$ cat config.mk
export PLATFORM = sky130hd
export DESIGN_NAME = native_bridge_top
export DESIGN_NICKNAME = d
export VERILOG_FILES = /design/src/bridge_pkg.sv /design/src/bus_decoder.sv /design/src/native_axi_adapter.sv /design/src/stream_read_port.sv /design/src/response_merger.sv /design/src/native_bridge_top.sv
export SDC_FILE = /design/constraint.sdc
export NUM_CORES = 1
export LEC_CHECK = 0
export ABC_AREA = 0
export BUFFER_PORTS_ARGS = -buffer_cell sky130_fd_sc_hd__buf_2
export CORE_AREA = 2 2 109 111
export CTS_BUF_LIST = sky130_fd_sc_hd__clkbuf_4
export DETAILED_ROUTE_END_ITERATION = 16
export DIE_AREA = 0 0 111 113
export PLACE_DENSITY_LB_ADDON = 0.08
export SLEW_MARGIN = 10
export SYNTH_ARGS = -nofsm -noshare
export SYNTH_HDL_FRONTEND = slang
export SYNTH_SLANG_ARGS = --single-unit
export TNS_END_PERCENT = 5
$ cat constraint.sdc
create_clock -name clk -period 1.8 [get_ports clk]
set_input_delay 0 -clock clk [delete_from_list [all_inputs] [get_ports clk]]
set_output_delay 0 -clock clk [all_outputs]
set_load 0.03 [all_outputs]
$ cat src/bridge_pkg.sv
`default_nettype none

package bridge_pkg;

   localparam int DATA_W = 32;
   localparam int ADDR_W = 32;
   localparam int STRB_W = DATA_W / 8;

   // Returned on decode errors, easy to spot in a waveform
   localparam logic [DATA_W-1:0] ERR_RDATA = 32'hDEAD_BEEF;

   typedef enum logic {
      OP_READ  = 1'b0,
      OP_WRITE = 1'b1
   } op_e;

   typedef enum logic [1:0] {
      TGT_LITE   = 2'd0,
      TGT_STREAM = 2'd1,
      TGT_NONE   = 2'd2
   } target_e;

   // Held native request, decoded
   typedef struct packed {
      op_e               op;
      logic [ADDR_W-1:0] addr;
      logic [DATA_W-1:0] wdata;
      logic [STRB_W-1:0] wstrb;
   } req_t;

   // Per-target completion
   typedef struct packed {
      logic              ready;
      logic              err;
      logic [DATA_W-1:0] rdata;
   } rsp_t;

endpackage

`default_nettype wire

$ cat src/bus_decoder.sv
`default_nettype none

module bus_decoder
   import bridge_pkg::*;
#(
   parameter logic [ADDR_W-1:0] LITE_BASE   = 32'h0000_0000,
   parameter logic [ADDR_W-1:0] LITE_MASK   = 32'hF000_0000,
   parameter logic [ADDR_W-1:0] STREAM_BASE = 32'h1000_0000
) (
   input  wire logic              mem_valid,
   input  wire logic [ADDR_W-1:0] mem_addr,
   input  wire logic [DATA_W-1:0] mem_wdata,
   input  wire logic [STRB_W-1:0] mem_wstrb,
   output req_t                   req,
   output logic                   lite_sel,
   output logic                   stream_sel,
   output logic                   none_sel
);

   // Bit 2 selects data or status inside the stream window
   localparam logic [ADDR_W-1:0] STREAM_IGNORE = 32'h0000_0004;

   target_e target;
   logic    lite_hit;
   logic    stream_hit;

   always_comb begin
      req.op    = (|mem_wstrb) ? OP_WRITE : OP_READ;
      req.addr  = mem_addr;
      req.wdata = mem_wdata;
      req.wstrb = mem_wstrb;
   end

   assign lite_hit   = (mem_addr & LITE_MASK) == LITE_BASE;
   assign stream_hit = (mem_addr & ~STREAM_IGNORE) == STREAM_BASE;

   always_comb begin
      if (lite_hit) begin
         target = TGT_LITE;
      end else if (stream_hit && req.op == OP_READ) begin
         target = TGT_STREAM;
      end else begin
         // Unmapped, or a write to the read-only stream
         target = TGT_NONE;
      end
   end

   assign lite_sel   = mem_valid && (target == TGT_LITE);
   assign stream_sel = mem_valid && (target == TGT_STREAM);
   assign none_sel   = mem_valid && (target == TGT_NONE);

endmodule

`default_nettype wire

$ cat src/native_axi_adapter.sv
`default_nettype none

module native_axi_adapter
   import bridge_pkg::*;
(
   input  wire logic              clk,
   input  wire logic              resetn,
   input  wire logic              sel,
   input  wire req_t              req,
   output rsp_t                   rsp,

   output logic                   m_axi_awvalid,
   input  wire logic              m_axi_awready,
   output logic [ADDR_W-1:0]      m_axi_awaddr,

   output logic                   m_axi_wvalid,
   input  wire logic              m_axi_wready,
   output logic [DATA_W-1:0]      m_axi_wdata,
   output logic [STRB_W-1:0]      m_axi_wstrb,

   input  wire logic              m_axi_bvalid,
   output logic                   m_axi_bready,

   output logic                   m_axi_arvalid,
   input  wire logic              m_axi_arready,
   output logic [ADDR_W-1:0]      m_axi_araddr,

   input  wire logic              m_axi_rvalid,
   output logic                   m_axi_rready,
   input  wire logic [DATA_W-1:0] m_axi_rdata
);

   logic ack_awvalid;
   logic ack_arvalid;
   logic ack_wvalid;
   logic xfer_done;
   logic is_write;
   logic is_read;
   logic done_now;

   assign is_write = sel && (req.op == OP_WRITE);
   assign is_read  = sel && (req.op == OP_READ);

   // Each channel goes out once per request
   assign m_axi_awvalid = is_write && !ack_awvalid;
   assign m_axi_awaddr  = req.addr;

   assign m_axi_wvalid  = is_write && !ack_wvalid;
   assign m_axi_wdata   = req.wdata;
   assign m_axi_wstrb   = req.wstrb;

   assign m_axi_bready  = is_write;

   assign m_axi_arvalid = is_read && !ack_arvalid;
   assign m_axi_araddr  = req.addr;

   assign m_axi_rready  = is_read;

   assign done_now = (is_write && m_axi_bvalid) || (is_read && m_axi_rvalid);

   always_comb begin
      rsp.ready = done_now;
      rsp.err   = 1'b0;
      rsp.rdata = m_axi_rdata;
   end

   always_ff @(posedge clk) begin
      if (!resetn) begin
         ack_awvalid <= 1'b0;
         ack_arvalid <= 1'b0;
         ack_wvalid  <= 1'b0;
         xfer_done   <= 1'b0;
      end else begin
         xfer_done <= sel && done_now;
         if (m_axi_awvalid && m_axi_awready) begin
            ack_awvalid <= 1'b1;
         end
         if (m_axi_arvalid && m_axi_arready) begin
            ack_arvalid <= 1'b1;
         end
         if (m_axi_wvalid && m_axi_wready) begin
            ack_wvalid <= 1'b1;
         end
         // Request over, rearm for the next one
         if (xfer_done || !sel) begin
            ack_awvalid <= 1'b0;
            ack_arvalid <= 1'b0;
            ack_wvalid  <= 1'b0;
         end
      end
   end

endmodule

`default_nettype wire

$ cat src/stream_read_port.sv
`default_nettype none

module stream_read_port
   import bridge_pkg::*;
(
   input  wire logic              clk,
   input  wire logic              resetn,
   input  wire logic              sel,
   input  wire req_t              req,
   output rsp_t                   rsp,

   input  wire logic              s_axis_tvalid,
   output logic                   s_axis_tready,
   input  wire logic [DATA_W-1:0] s_axis_tdata
);

   logic        pop_sel;
   logic        status_sel;
   logic        status_rdy;
   logic        pop_fire;
   logic [15:0] pop_count;

   // Offset 0 pops, offset 4 reads status
   assign pop_sel    = sel && !req.addr[2];
   assign status_sel = sel && req.addr[2];

   assign s_axis_tready = pop_sel;
   assign pop_fire      = pop_sel && s_axis_tvalid;

   always_comb begin
      rsp.ready = pop_fire || (status_sel && status_rdy);
      rsp.err   = 1'b0;
      if (req.addr[2]) begin
         rsp.rdata = {pop_count, 15'd0, s_axis_tvalid};
      end else begin
         rsp.rdata = s_axis_tdata;
      end
   end

   always_ff @(posedge clk) begin
      if (!resetn) begin
         status_rdy <= 1'b0;
         pop_count  <= '0;
      end else begin
         // One pulse per status read, then low until valid drops
         status_rdy <= status_sel && !status_rdy;
         if (pop_fire) begin
            pop_count <= pop_count + 16'd1;
         end
      end
   end

endmodule

`default_nettype wire

$ cat src/response_merger.sv
`default_nettype none

module response_merger
   import bridge_pkg::*;
(
   input  wire logic              clk,
   input  wire logic              resetn,
   input  wire logic              lite_sel,
   input  wire logic              stream_sel,
   input  wire logic              none_sel,
   input  wire rsp_t              lite_rsp,
   input  wire rsp_t              stream_rsp,
   output logic                   mem_ready,
   output logic                   mem_error,
   output logic [DATA_W-1:0]      mem_rdata
);

   logic err_rdy;
   rsp_t err_rsp;
   rsp_t out_rsp;

   always_ff @(posedge clk) begin
      if (!resetn) begin
         err_rdy <= 1'b0;
      end else begin
         // Fires once, one cycle after an unmapped request shows up
         err_rdy <= none_sel && !err_rdy;
      end
   end

   always_comb begin
      err_rsp.ready = none_sel && err_rdy;
      err_rsp.err   = none_sel && err_rdy;
      err_rsp.rdata = ERR_RDATA;
   end

   always_comb begin
      if (lite_sel) begin
         out_rsp = lite_rsp;
      end else if (stream_sel) begin
         out_rsp = stream_rsp;
      end else if (none_sel) begin
         out_rsp = err_rsp;
      end else begin
         out_rsp = '0;
      end
   end

   assign mem_ready = out_rsp.ready;
   assign mem_error = out_rsp.ready && out_rsp.err;
   assign mem_rdata = out_rsp.rdata;

endmodule

`default_nettype wire

$ cat src/native_bridge_top.sv
`default_nettype none

module native_bridge_top
   import bridge_pkg::*;
#(
   parameter logic [ADDR_W-1:0] LITE_BASE   = 32'h0000_0000,
   parameter logic [ADDR_W-1:0] LITE_MASK   = 32'hF000_0000,
   parameter logic [ADDR_W-1:0] STREAM_BASE = 32'h1000_0000
) (
   input  wire logic              clk,
   input  wire logic              resetn,

   input  wire logic              mem_valid,
   input  wire logic [ADDR_W-1:0] mem_addr,
   input  wire logic [DATA_W-1:0] mem_wdata,
   input  wire logic [STRB_W-1:0] mem_wstrb,
   output logic                   mem_ready,
   output logic [DATA_W-1:0]      mem_rdata,
   output logic                   mem_error,

   output logic                   m_axi_awvalid,
   input  wire logic              m_axi_awready,
   output logic [ADDR_W-1:0]      m_axi_awaddr,
   output logic                   m_axi_wvalid,
   input  wire logic              m_axi_wready,
   output logic [DATA_W-1:0]      m_axi_wdata,
   output logic [STRB_W-1:0]      m_axi_wstrb,
   input  wire logic              m_axi_bvalid,
   output logic                   m_axi_bready,
   output logic                   m_axi_arvalid,
   input  wire logic              m_axi_arready,
   output logic [ADDR_W-1:0]      m_axi_araddr,
   input  wire logic              m_axi_rvalid,
   output logic                   m_axi_rready,
   input  wire logic [DATA_W-1:0] m_axi_rdata,

   input  wire logic              s_axis_tvalid,
   output logic                   s_axis_tready,
   input  wire logic [DATA_W-1:0] s_axis_tdata
);

   req_t req;
   rsp_t lite_rsp;
   rsp_t stream_rsp;
   logic lite_sel;
   logic stream_sel;
   logic none_sel;

   bus_decoder #(
      .LITE_BASE   (LITE_BASE),
      .LITE_MASK   (LITE_MASK),
      .STREAM_BASE (STREAM_BASE)
   ) bus_decoder_i (
      .mem_valid  (mem_valid),
      .mem_addr   (mem_addr),
      .mem_wdata  (mem_wdata),
      .mem_wstrb  (mem_wstrb),
      .req        (req),
      .lite_sel   (lite_sel),
      .stream_sel (stream_sel),
      .none_sel   (none_sel)
   );

   native_axi_adapter native_axi_adapter_i (
      .clk (clk), .resetn (resetn), .sel (lite_sel), .req (req), .rsp (lite_rsp),
      .m_axi_awvalid (m_axi_awvalid), .m_axi_awready (m_axi_awready),
      .m_axi_awaddr  (m_axi_awaddr),
      .m_axi_wvalid  (m_axi_wvalid),  .m_axi_wready  (m_axi_wready),
      .m_axi_wdata   (m_axi_wdata),   .m_axi_wstrb   (m_axi_wstrb),
      .m_axi_bvalid  (m_axi_bvalid),  .m_axi_bready  (m_axi_bready),
      .m_axi_arvalid (m_axi_arvalid), .m_axi_arready (m_axi_arready),
      .m_axi_araddr  (m_axi_araddr),
      .m_axi_rvalid  (m_axi_rvalid),  .m_axi_rready  (m_axi_rready),
      .m_axi_rdata   (m_axi_rdata)
   );

   stream_read_port stream_read_port_i (
      .clk (clk), .resetn (resetn), .sel (stream_sel), .req (req), .rsp (stream_rsp),
      .s_axis_tvalid (s_axis_tvalid),
      .s_axis_tready (s_axis_tready),
      .s_axis_tdata  (s_axis_tdata)
   );

   response_merger response_merger_i (
      .clk (clk), .resetn (resetn),
      .lite_sel (lite_sel), .stream_sel (stream_sel), .none_sel (none_sel),
      .lite_rsp (lite_rsp), .stream_rsp (stream_rsp),
      .mem_ready (mem_ready), .mem_error (mem_error), .mem_rdata (mem_rdata)
   );

endmodule

`default_nettype wire

==> results of run 1 <==
worst paths after layout:
check        depth (start not counted)                                            end                                         start
max reg2reg                          5  stream_read_port_i.pop_count[14]$_SDFFE_PN0P_  stream_read_port_i.pop_count[9]$_SDFFE_PN0P_
min                                  0                                m_axi_wdata[28]                                 mem_wdata[28]
max                                  5  stream_read_port_i.pop_count[14]$_SDFFE_PN0P_  stream_read_port_i.pop_count[9]$_SDFFE_PN0P_
min reg2reg                          1       stream_read_port_i.status_rdy$_SDFF_PN0_      stream_read_port_i.status_rdy$_SDFF_PN0_
critical path, cell delays in order (launching register included):
cell and delay [ns]:
dfxtp_1 0.43, and4_1 0.29, and3_1 0.27, nand4_1 0.13
or3_1 0.32, a21oi_1 0.14
flip-flops by register name, indices dropped and copies added, names as in the netlist:
register / flops
native_axi_adapter_i.ack_arvalid: 1
native_axi_adapter_i.ack_wvalid: 1
native_axi_adapter_i.xfer_done: 1
stream_read_port_i.pop_count: 16
native_axi_adapter_i.ack_awvalid: 1
response_merger_i.err_rdy: 1
stream_read_port_i.status_rdy: 1
power by group:
| part | switching (µW) | internal (µW) | leakage [µW] |
|---|---|---|---|
| Sequential | 1.22 | 489 | 0.000178 |
| Combinational | 429 | 232 | 0.00141 |
| Clock | 154 | 78.0 | 0.0000138 |
routing by layer:
layer	GRT usage [%]	routed length, µm	up-vias
met4	2.17	52	0
met2	26.6	4880	145
li1	-	-	1473
met1	15.6	3760	1306
met3	3.27	751	8
met5	0	0	-
through the flow:
stage          utilization [%]  hold slack, ns
2_1_floorplan                -           0.118
3_3_place_gp              28.9        0.000205
3_5_place_dp              28.9        0.000205
4_1_cts                   29.6        0.000205
5_1_grt                   29.7       0.0000434
6_report                  29.7       0.0000116
final cells by class:
cell class / count / area, µm²
repair buffers: 241 / 1310
well taps: 143 / 179
flip-flops and latches: 22 / 442
inverters: 6 / 22.5
clock buffers: 3 / 22.5
multi-input cells: 216 / 1380
fillers: 1261 / 7920
placed cells by master (no fill, tap or decap), types with 2 or more instances in the layout:
master,n
o21ai_0,28
and4_1,4
nand3_1,12
mux2i_1,13
buf_4,17
nor3_1,3
o21ai_1,6
or3_1,6
nor2_1,9
buf_12,2
nand4_1,2
inv_1,4
nand4_2,2
a22oi_1,5
nor2_2,2
nand4b_1,6
nor2b_1,9
mux2_2,5
a32oi_1,3
o31ai_1,2
dlygate4sd3_1,6
dfxtp_1,21
inv_2,2
nand2_1,9
nor4_1,10
and3_1,5
clkbuf_4,3
a21oi_1,53
or4_1,4
buf_2,216
nor4b_1,2
cell families after synthesis:
| family | count (synthesis) | share of synthesized area, % |
|---|---|---|
| DFF | 22 | 16.6 |
| adders and majority gates | 1 | 0.472 |
| buffers and inverters | 125 | 32.1 |
| and+or+nand+nor | 93 | 22.1 |
| xor gates and xnor gates | 1 | 0.331 |
| muxes | 18 | 7.04 |
| AOI/OAI and AO/OA | 103 | 21.3 |
repair_timing:
action,CTS,global route
gates resized for setup,0,5
hold endpoints to repair,6,0
setup buffers,0,0
setup endpoints to repair,0,3
hold buffers,6,0
==> out/results.txt, run 1 <==
Final setup viols -> 0
Worst Clk Skew -> 0.00601 ns
Pre-Repair DR Iteration Count -> 4
Post-synth top flop -> dfxtp_1
CP Capture Type -> flip-flop
initial antenna violation count -> 0
# rows -> 39
clk buf depth -> 2
Initial Util -> 23.5%
root buf cell -> clkbuf_4
Synth async-reset ratio -> 0%
total routed wirelength -> 9440 µm
leakage -> 0.00160 µW
Sink Count -> 22
ratio of cells with drive above 1 in the final layout -> 52.7%
largest cells by area after synthesis -> buf_4, dfxtp_1, a21oi_1
Yosys warning total -> 0
overall power -> 1380 µW
status -> finished clean
CTS tree -> built
Residual DRC -> 0
synthesized cell area -> 2650 µm²
vias -> 2932
Tmin final -> 1.66 ns
Finished Layout Cells -> 631
pwr/cell area -> 412 nW/µm²
Worst Tran Pin Value -> 0.541 ns
Core Region -> 11300 µm²
Via density -> 4.65
HP Class -> in -> out
Slew Viols, Final -> 0
depth of the CTS H-tree -> 1
sequential share of the synthesized area -> 16.6%
Worst EP arrival -> 1.89 ns
GR Overflow Total -> 0
diode count -> 0
Yosys top cell by area -> buf_4
Rel. slew slack -> 63.9%
Die Ht -> 113 µm
nets@finish -> 632
period utilisation layout -> 92.0%
total CTS buffers -> 3
pre-CTS setup slack -> -0.00641 ns
initial DRC count -> 140
latest clock arrival within the worst-skew pair -> 0.30 ns
critical setup path kind -> reg -> reg
final worst slack -> 0.144 ns
Fin Setup TNS -> 0 ns
largest net degree at the start of global routing -> 34
Total GRT Usage -> 13.8%
post-detail-place hpwl -> 7770 µm
commonest cells in the netlist -> buf_4, a21oi_1, o21ai_0, dfxtp_1, mux2i_1
Synth top area share -> 28.3%
Worst VDD drop -> 0.195 mV
post-route cell area -> 3350 µm²
flop2flop setup slack -> 0.14 ns
Peak Freq -> 604 MHz
cell area after placement -> 3260 µm²
DIE WIDTH -> 111 µm
Placer Congestion -> 0.811
IO Port Bufs -> 216
vias in the first global route -> 2731
most common cell in the netlist -> buf_4
Clk pin slew, worst setup/hold paths -> 0.13 ns
max-cap violations -> 0
Hold Fails Final Rpt -> 0
Post-synth EDFFs -> 0
critical path data required time -> 2.04 ns
synthesized instance count -> 363
antenna-violating nets left -> 0
Area Overhead vs Synth -> 26.6%
FF+latch count, synth -> 22
crit-path max FO -> 6
first-pass GRT wire length -> 14100 µm
unrepaired setup endpoints after global routing -> no
Avg Cell Area, Syn -> 7.30 µm²
post-synth cell types -> 42
num ports -> 281
Synth Net Count -> 505
CP startpoint kind -> flip-flop
dpl cells -> 622
die area -> 12500 µm²
DR WL/cell -> 15.0 µm
No activity file was read; power rests on OpenSTA's default activity.
==> run 2: changes to the inputs <==
--- a/config.mk
+++ b/config.mk
@@ -7,10 +7,12 @@
 export LEC_CHECK = 0
 export ABC_AREA = 0
 export BUFFER_PORTS_ARGS = -buffer_cell sky130_fd_sc_hd__buf_2
-export CORE_AREA = 2 2 109 111
+export CELL_PAD_IN_SITES_DETAIL_PLACEMENT = 0
+export CELL_PAD_IN_SITES_GLOBAL_PLACEMENT = 2
+export CORE_AREA = 2 2 128 130
 export CTS_BUF_LIST = sky130_fd_sc_hd__clkbuf_4
 export DETAILED_ROUTE_END_ITERATION = 16
-export DIE_AREA = 0 0 111 113
+export DIE_AREA = 0 0 130 132
 export PLACE_DENSITY_LB_ADDON = 0.08
 export SLEW_MARGIN = 10
 export SYNTH_ARGS = -nofsm -noshare
==> constraint.sdc (replaced) <==
create_clock -name clk -period 1.92 [get_ports clk]
set_input_delay 0 -clock clk [delete_from_list [all_inputs] [get_ports clk]]
set_output_delay 0 -clock clk [all_outputs]
set_load 0.03 [all_outputs]
==> run 2 against run 1 <==
Register-to-register slack better by 0.02 ns. Global-route usage decreased by 1.3 points. Wire length up 19%. Die area is 37% higher. Utilization decreased by 7.8 points. Critical path depth is 1 higher.
==> out/results.txt, run 2 (same netlist as run 1, synthesis figures left out) <==
Peak Freq -> 568 MHz (-5.9%)
ratio of cells with drive above 1 in the final layout -> 51.6% (-1.0 points)
Crit. Startpoint -> stream_read_port_i.pop_count[1]$_SDFFE_PN0P_
Core Region -> 15700 µm² (+39%)
crit-path cells -> ha_1 -> nand3_1 -> nor2_1 -> nand4_1 -> or3_1 -> a21oi_1
status -> finished clean
GR Overflow Total -> 0 (unchanged)
num ports -> 281 (unchanged)
post-detail-place hpwl -> 9160 µm (+18%)
Layout fillers -> 1856 (+47%)
Worst Tran Pin Value -> 0.569 ns (+0.0274 ns)
nets@finish -> 631 (-0.16%)
area of the multi-input gates -> 1370 µm² (-0.45%)
HP Class -> in -> out
total CTS buffers -> 3 (unchanged)
max reg flops -> 16 (unchanged)
Hold Fails Final Rpt -> 0 (unchanged)
die area -> 17200 µm² (+37%)
largest net degree at the start of global routing -> 35 (+2.9%)
Placer Congestion -> 0.715 (-12%)
CP startpoint kind -> flip-flop
Worst Clk Skew -> 0.0211 ns (+0.0151 ns)
final worst slack -> 0.160 ns (+0.0167 ns)
flop2flop setup slack -> 0.16 ns (+0.02 ns)
HP Start -> mem_wdata[16]
Tmin final -> 1.76 ns (+0.103 ns)
vias -> 3019 (+3.0%)
R2R cell count -> 6 (+1)
Largest Register -> stream_read_port_i.pop_count
cell area after placement -> 3350 µm² (+3.0%)
Rel. slew slack -> 62.0% (-1.8 points)
Worst EP arrival -> 2.00 ns (+0.11 ns)
critical path data required time -> 2.17 ns (+0.13 ns)
total routed wirelength -> 11300 µm (+19%)
critical setup path kind -> reg -> reg
# rows -> 46 (+18%)
vias in the first global route -> 3001 (+9.9%)
Residual DRC -> 0 (unchanged)
Die Ht -> 132 µm (+17%)
latest clock arrival within the worst-skew pair -> 0.33 ns (+0.03 ns)
Clk pin slew, worst setup/hold paths -> 0.14 ns (about the same)
Reg2Reg Launch Point -> stream_read_port_i.pop_count[1]$_SDFFE_PN0P_
Worst Hold Slack -> 0.00000840 ns (-0.00000322 ns)
root buf cell -> clkbuf_4
Sink Count -> 22 (unchanged)
most frequent cells in the layout -> buf_2, a21oi_1, o21ai_0, dfxtp_1, buf_4
crit-path max FO -> 6 (unchanged)
Worst VDD drop -> 0.145 mV (-26%)
initial DRC count -> 94 (-33%)
slowest stage cell on the critical path -> dfxtp_1
register area -> 440 µm² (-0.28%)
most common cell after layout, fill and taps aside -> buf_2
worst stage delay on the critical path -> 0.46 ns (+0.03 ns)
antenna-violating nets left -> 0 (unchanged)
unrepaired setup endpoints after global routing -> no
leakage -> 0.00160 µW (+0.32%)
Hold Crit Endpoint -> m_axi_wdata[16]
Fin Setup TNS -> 0 ns (unchanged)
Pre-Repair DR Iteration Count -> 4 (unchanged)
initial antenna violation count -> 2 (+2)
Via density -> 4.28 (-8.0%)
Total GRT Usage -> 12.5% (-1.3 points)
post-route cell area -> 3450 µm² (+2.9%)
CP Capture Type -> flip-flop
Final setup viols -> 0 (unchanged)
pwr/cell area -> 382 nW/µm² (-7.4%)
IO Port Bufs -> 216 (unchanged)
clk buf depth -> 2 (unchanged)
Area Overhead vs Synth -> 30.3%
Initial Util -> 16.9% (-6.6 points)
reg2reg end -> stream_read_port_i.pop_count[14]$_SDFFE_PN0P_
depth of the CTS H-tree -> 1 (unchanged)
DR WL/cell -> 16.0 µm (+6.6%)
Slew Viols, Final -> 0 (unchanged)
pre-CTS setup slack -> 0.0861 ns (+0.0925 ns)
period utilisation layout -> 91.7% (-0.37 points)
hold path depth -> 0 (unchanged)
DIE WIDTH -> 130 µm (+17%)
first-pass GRT wire length -> 16700 µm (+19%)
CTS tree -> built
max-cap violations -> 0 (unchanged)
## run 2: cell types whose count changed in the layout (fill, tap and decap cells not counted), sizes merged
cell    before  now
buf        235  234
clkinv       0    1
diode        0    2
## run 2: power breakdown
part           switching, µW  internal (µW)  total [µW]
clock network            154           76.2         231
registers               1.42            458         460
logic                    412            215         628
## run 2: repair_timing
| item | CTS | global route |
|---|---|---|
| endpoints found under the hold margin | 5 | 0 |
| setup endpoints to repair | 0 | 1 |
| setup buffers | 0 | 0 |
| hold buffers | 6 | 0 |
| resized for setup | 0 | 1 |
## run 2: per-layer routing
metal	GRT usage, %	up-vias	wire length, µm
met5	0	-	0
met4	3.58	0	235
met3	2.48	15	733
met2	22.3	147	5630
met1	15.1	1388	4660
li1	-	1469	-
## run 2: final cells by class
type                            instances  share of cell area [%]
Clock inverter                          1                   0.109
Sequential cell                        22                    12.8
Multi-Input combinational cell        216                    39.8
Inverter                                6                   0.653
Antenna cell                            2                   0.145
Timing Repair Buffer                  240                    38.1
Clock buffer                            3                   0.653
Tap cell                              216                    7.83
## run 2: per-stage QoR
stage / power [µW] / utilization, % / std cells
final: 1320 / 22.0 / 706
after global routing: 1400 / 22.0 / 706
after CTS: 1340 / 21.9 / 704
after detailed placement: 1090 / 21.3 / 694
after global placement: 1100 / 21.3 / 694
after floorplan: 1040 / - / 363
## run 2: critical path: cells and delay by family, from the launching register on
kind	cells	cell delay [ns]
and+or+nand+nor	4	0.83
DFF	1	0.46
adders and majority gates	1	0.26
AOI/OAI and AO/OA	1	0.13
## run 2: how the worst max path moves through the flow
stage / end / slack (ns) / depth (start not counted)
2_1_floorplan: stream_read_port_i.pop_count[14]$_SDFFE_PN0P_ / 0.32 / 6
3_3_place_gp: stream_read_port_i.pop_count[11]$_SDFFE_PN0P_ / 0.12 / 6
3_5_place_dp: mem_rdata[7] / 0.09 / 8
4_1_cts: mem_rdata[22] / 0.08 / 8
5_1_grt: stream_read_port_i.pop_count[14]$_SDFFE_PN0P_ / 0.01 / 6
6_report: stream_read_port_i.pop_count[14]$_SDFFE_PN0P_ / 0.16 / 6
==> run 3: changes to the inputs <==
--- a/config.mk
+++ b/config.mk
@@ -9,10 +9,11 @@
 export BUFFER_PORTS_ARGS = -buffer_cell sky130_fd_sc_hd__buf_2
 export CELL_PAD_IN_SITES_DETAIL_PLACEMENT = 0
 export CELL_PAD_IN_SITES_GLOBAL_PLACEMENT = 2
-export CORE_AREA = 2 2 128 130
+export CORE_AREA = 2 2 98 171
 export CTS_BUF_LIST = sky130_fd_sc_hd__clkbuf_4
 export DETAILED_ROUTE_END_ITERATION = 16
-export DIE_AREA = 0 0 130 132
+export DIE_AREA = 0 0 100 173
+export GPL_ROUTABILITY_DRIVEN = 0
 export PLACE_DENSITY_LB_ADDON = 0.08
 export SLEW_MARGIN = 10
 export SYNTH_ARGS = -nofsm -noshare
==> run 3 against run 2 <==
Register-to-register slack better by 0.03 ns. Clock skew down 0.012 ns. Utilization up 0.098 points. Maximum frequency down 0.69%. Power up 13%. Final cell count down 2.8%. Wire length up 5.4%. Non-clock buffer count up 8. Sequential power about the same.
==> out/results.txt, run 3 (same netlist as run 1, synthesis figures left out) <==
Fin Setup TNS -> 0 ns (unchanged)
Worst VDD drop -> 0.238 mV (+64%)
unrepaired setup endpoints after global routing -> no
Final setup viols -> 0 (unchanged)
latest clock arrival within the worst-skew pair -> 0.34 ns (about the same)
cell area after placement -> 3360 µm² (+0.34%)
Residual DRC -> 0 (unchanged)
HP Start -> mem_wdata[15]
max reg flops -> 16 (unchanged)
fin util -> 22.1% (+0.098 points)
critical path data required time -> 2.17 ns (about the same)
Core Region -> 15900 µm² (+1.0%)
Initial Util -> 16.7% (-0.17 points)
nets@finish -> 639 (+1.3%)
most common cell after layout, fill and taps aside -> buf_2
Rel. slew slack -> 62.1% (+0.076 points)
Worst Hold Slack -> 0.0000116 ns (+0.00000323 ns)
reg2reg end -> stream_read_port_i.pop_count[14]$_SDFFE_PN0P_
crit-path max FO -> 3 (-3)
Peak Freq -> 564 MHz (-0.69%)
hold path depth -> 0 (unchanged)
R2R cell count -> 6 (unchanged)
Slew Viols, Final -> 0 (unchanged)
critical setup path kind -> in -> reg
Die Ht -> 173 µm (+31%)
GR Overflow Total -> 0 (unchanged)
register area -> 440 µm² (unchanged)
Via density -> 4.43 (+3.6%)
Worst Clk Skew -> 0.00915 ns (-0.0120 ns)
num ports -> 281 (unchanged)
largest net degree at the start of global routing -> 28 (-20%)
HP Class -> in -> out
Sink Count -> 22 (unchanged)
total CTS buffers -> 3 (unchanged)
Clk pin slew, worst setup/hold paths -> 0.15 ns (about the same)
DR WL/cell -> 17.3 µm (+8.5%)
Area Overhead vs Synth -> 32.2%
Post-CTS Setup Bufs -> 0 (unchanged)
Tmin final -> 1.77 ns (+0.0123 ns)
area of the multi-input gates -> 1370 µm² (-0.27%)
die area -> 17300 µm² (+0.82%)
IO Port Bufs -> 216 (unchanged)
antenna-violating nets left -> 0 (unchanged)
pwr/cell area -> 424 nW/µm² (+11%)
post-detail-place hpwl -> 9920 µm (+8.3%)
initial DRC count -> 57 (-39%)
depth of the CTS H-tree -> 1 (unchanged)
Pre-Repair DR Iteration Count -> 4 (unchanged)
Layout fillers -> 1831 (-1.3%)
Hold Fails Final Rpt -> 0 (unchanged)
max-cap violations -> 0 (unchanged)
vias -> 3038 (+0.63%)
total routed wirelength -> 11900 µm (+5.4%)
ratio of cells with drive above 1 in the final layout -> 52.2% (+0.58 points)
Largest Register -> stream_read_port_i.pop_count
CTS tree -> built
Total GRT Usage -> 13.1% (+0.56 points)
CP startpoint kind -> primary input
flop2flop setup slack -> 0.19 ns (+0.03 ns)
post-route cell area -> 3500 µm² (+1.5%)
Reg2Reg Launch Point -> stream_read_port_i.pop_count[0]$_SDFFE_PN0P_
first-pass GRT wire length -> 17400 µm (+4.1%)
initial antenna violation count -> 1 (-1)
root buf cell -> clkbuf_4
clk buf depth -> 2 (unchanged)
most frequent cells in the layout -> buf_2, a21oi_1, o21ai_0, dfxtp_1, buf_4
DIE WIDTH -> 100 µm (-23%)
period utilisation layout -> 92.3% (+0.64 points)
Worst Tran Pin Value -> 0.567 ns (-0.00114 ns)
# rows -> 61 (+33%)
vias in the first global route -> 3073 (+2.4%)
leakage -> 0.00166 µW (+3.4%)
status -> finished clean
Worst EP arrival -> 2.02 ns (+0.02 ns)
CP Capture Type -> flip-flop
Hold Crit Endpoint -> m_axi_wdata[15]
overall power -> 1480 µW (+13%)
[run 3: worst max-delay path by stage]
stage / slack [ns] / from / endpoint / cells after the start
global route: 0.02 / mem_addr[28] / mem_rdata[9] / 8
global placement: 0.0008 / mem_addr[24] / stream_read_port_i.pop_count[6]$_SDFFE_PN0P_ / 6
floorplan: 0.32 / stream_read_port_i.pop_count[0]$_SDFFE_PN0P_ / stream_read_port_i.pop_count[14]$_SDFFE_PN0P_ / 6
finish: 0.15 / mem_wstrb[1] / native_axi_adapter_i.xfer_done$_SDFF_PN0_ / 7
CTS: 0.06 / mem_addr[28] / mem_rdata[12] / 8
detailed placement: 0.04 / mem_addr[24] / stream_read_port_i.pop_count[4]$_SDFFE_PN0P_ / 7
[run 3: critical path: stages]
cell	delay [ns]
buf_2	0.11
nor4_2	0.33
buf_4	0.18
mux2i_1	0.22
dlygate4sd3_1	0.59
nor2_1	0.05
dlygate4sd3_1	0.54
[run 3: cell type report]
class / count / area share, %
clock inverters: 1 / 0.857
flip-flops and latches: 22 / 12.6
diodes: 1 / 0.0715
repair buffers: 248 / 39.4
well taps: 189 / 6.75
clock buffers: 3 / 0.643
inverters: 6 / 0.643
multi-input cells: 216 / 39.1
[run 3: power by group]
part	internal [µW]	switching [µW]	total [µW]
Sequential	458	1.52	460
Clock	212	179	390
Combinational	220	414	633
Total	890	594	1480
[run 3: repair_timing]
action,CTS,global route
hold endpoints to repair,10,0
hold buffers,8,0
gates resized for setup,0,1
endpoints found under the setup margin,0,1
[run 3: metrics by stage]
stage	cells	setup slack (ns)
2_1_floorplan	363	0.318
3_3_place_gp	673	0.000810
3_5_place_dp	673	0.0411
4_1_cts	685	0.0641
5_1_grt	686	0.0176
6_report	686	0.148
[run 3: per-layer routing]
layer  part of all wire, %  global-route usage [%]  vias up
met5                     0                       0        -
li1                      -                       -     1479
met2                    59                    27.6      162
met4                   2.2                    4.51        0
met1                    34                    12.2     1384
met3                   5.0                    1.33       13
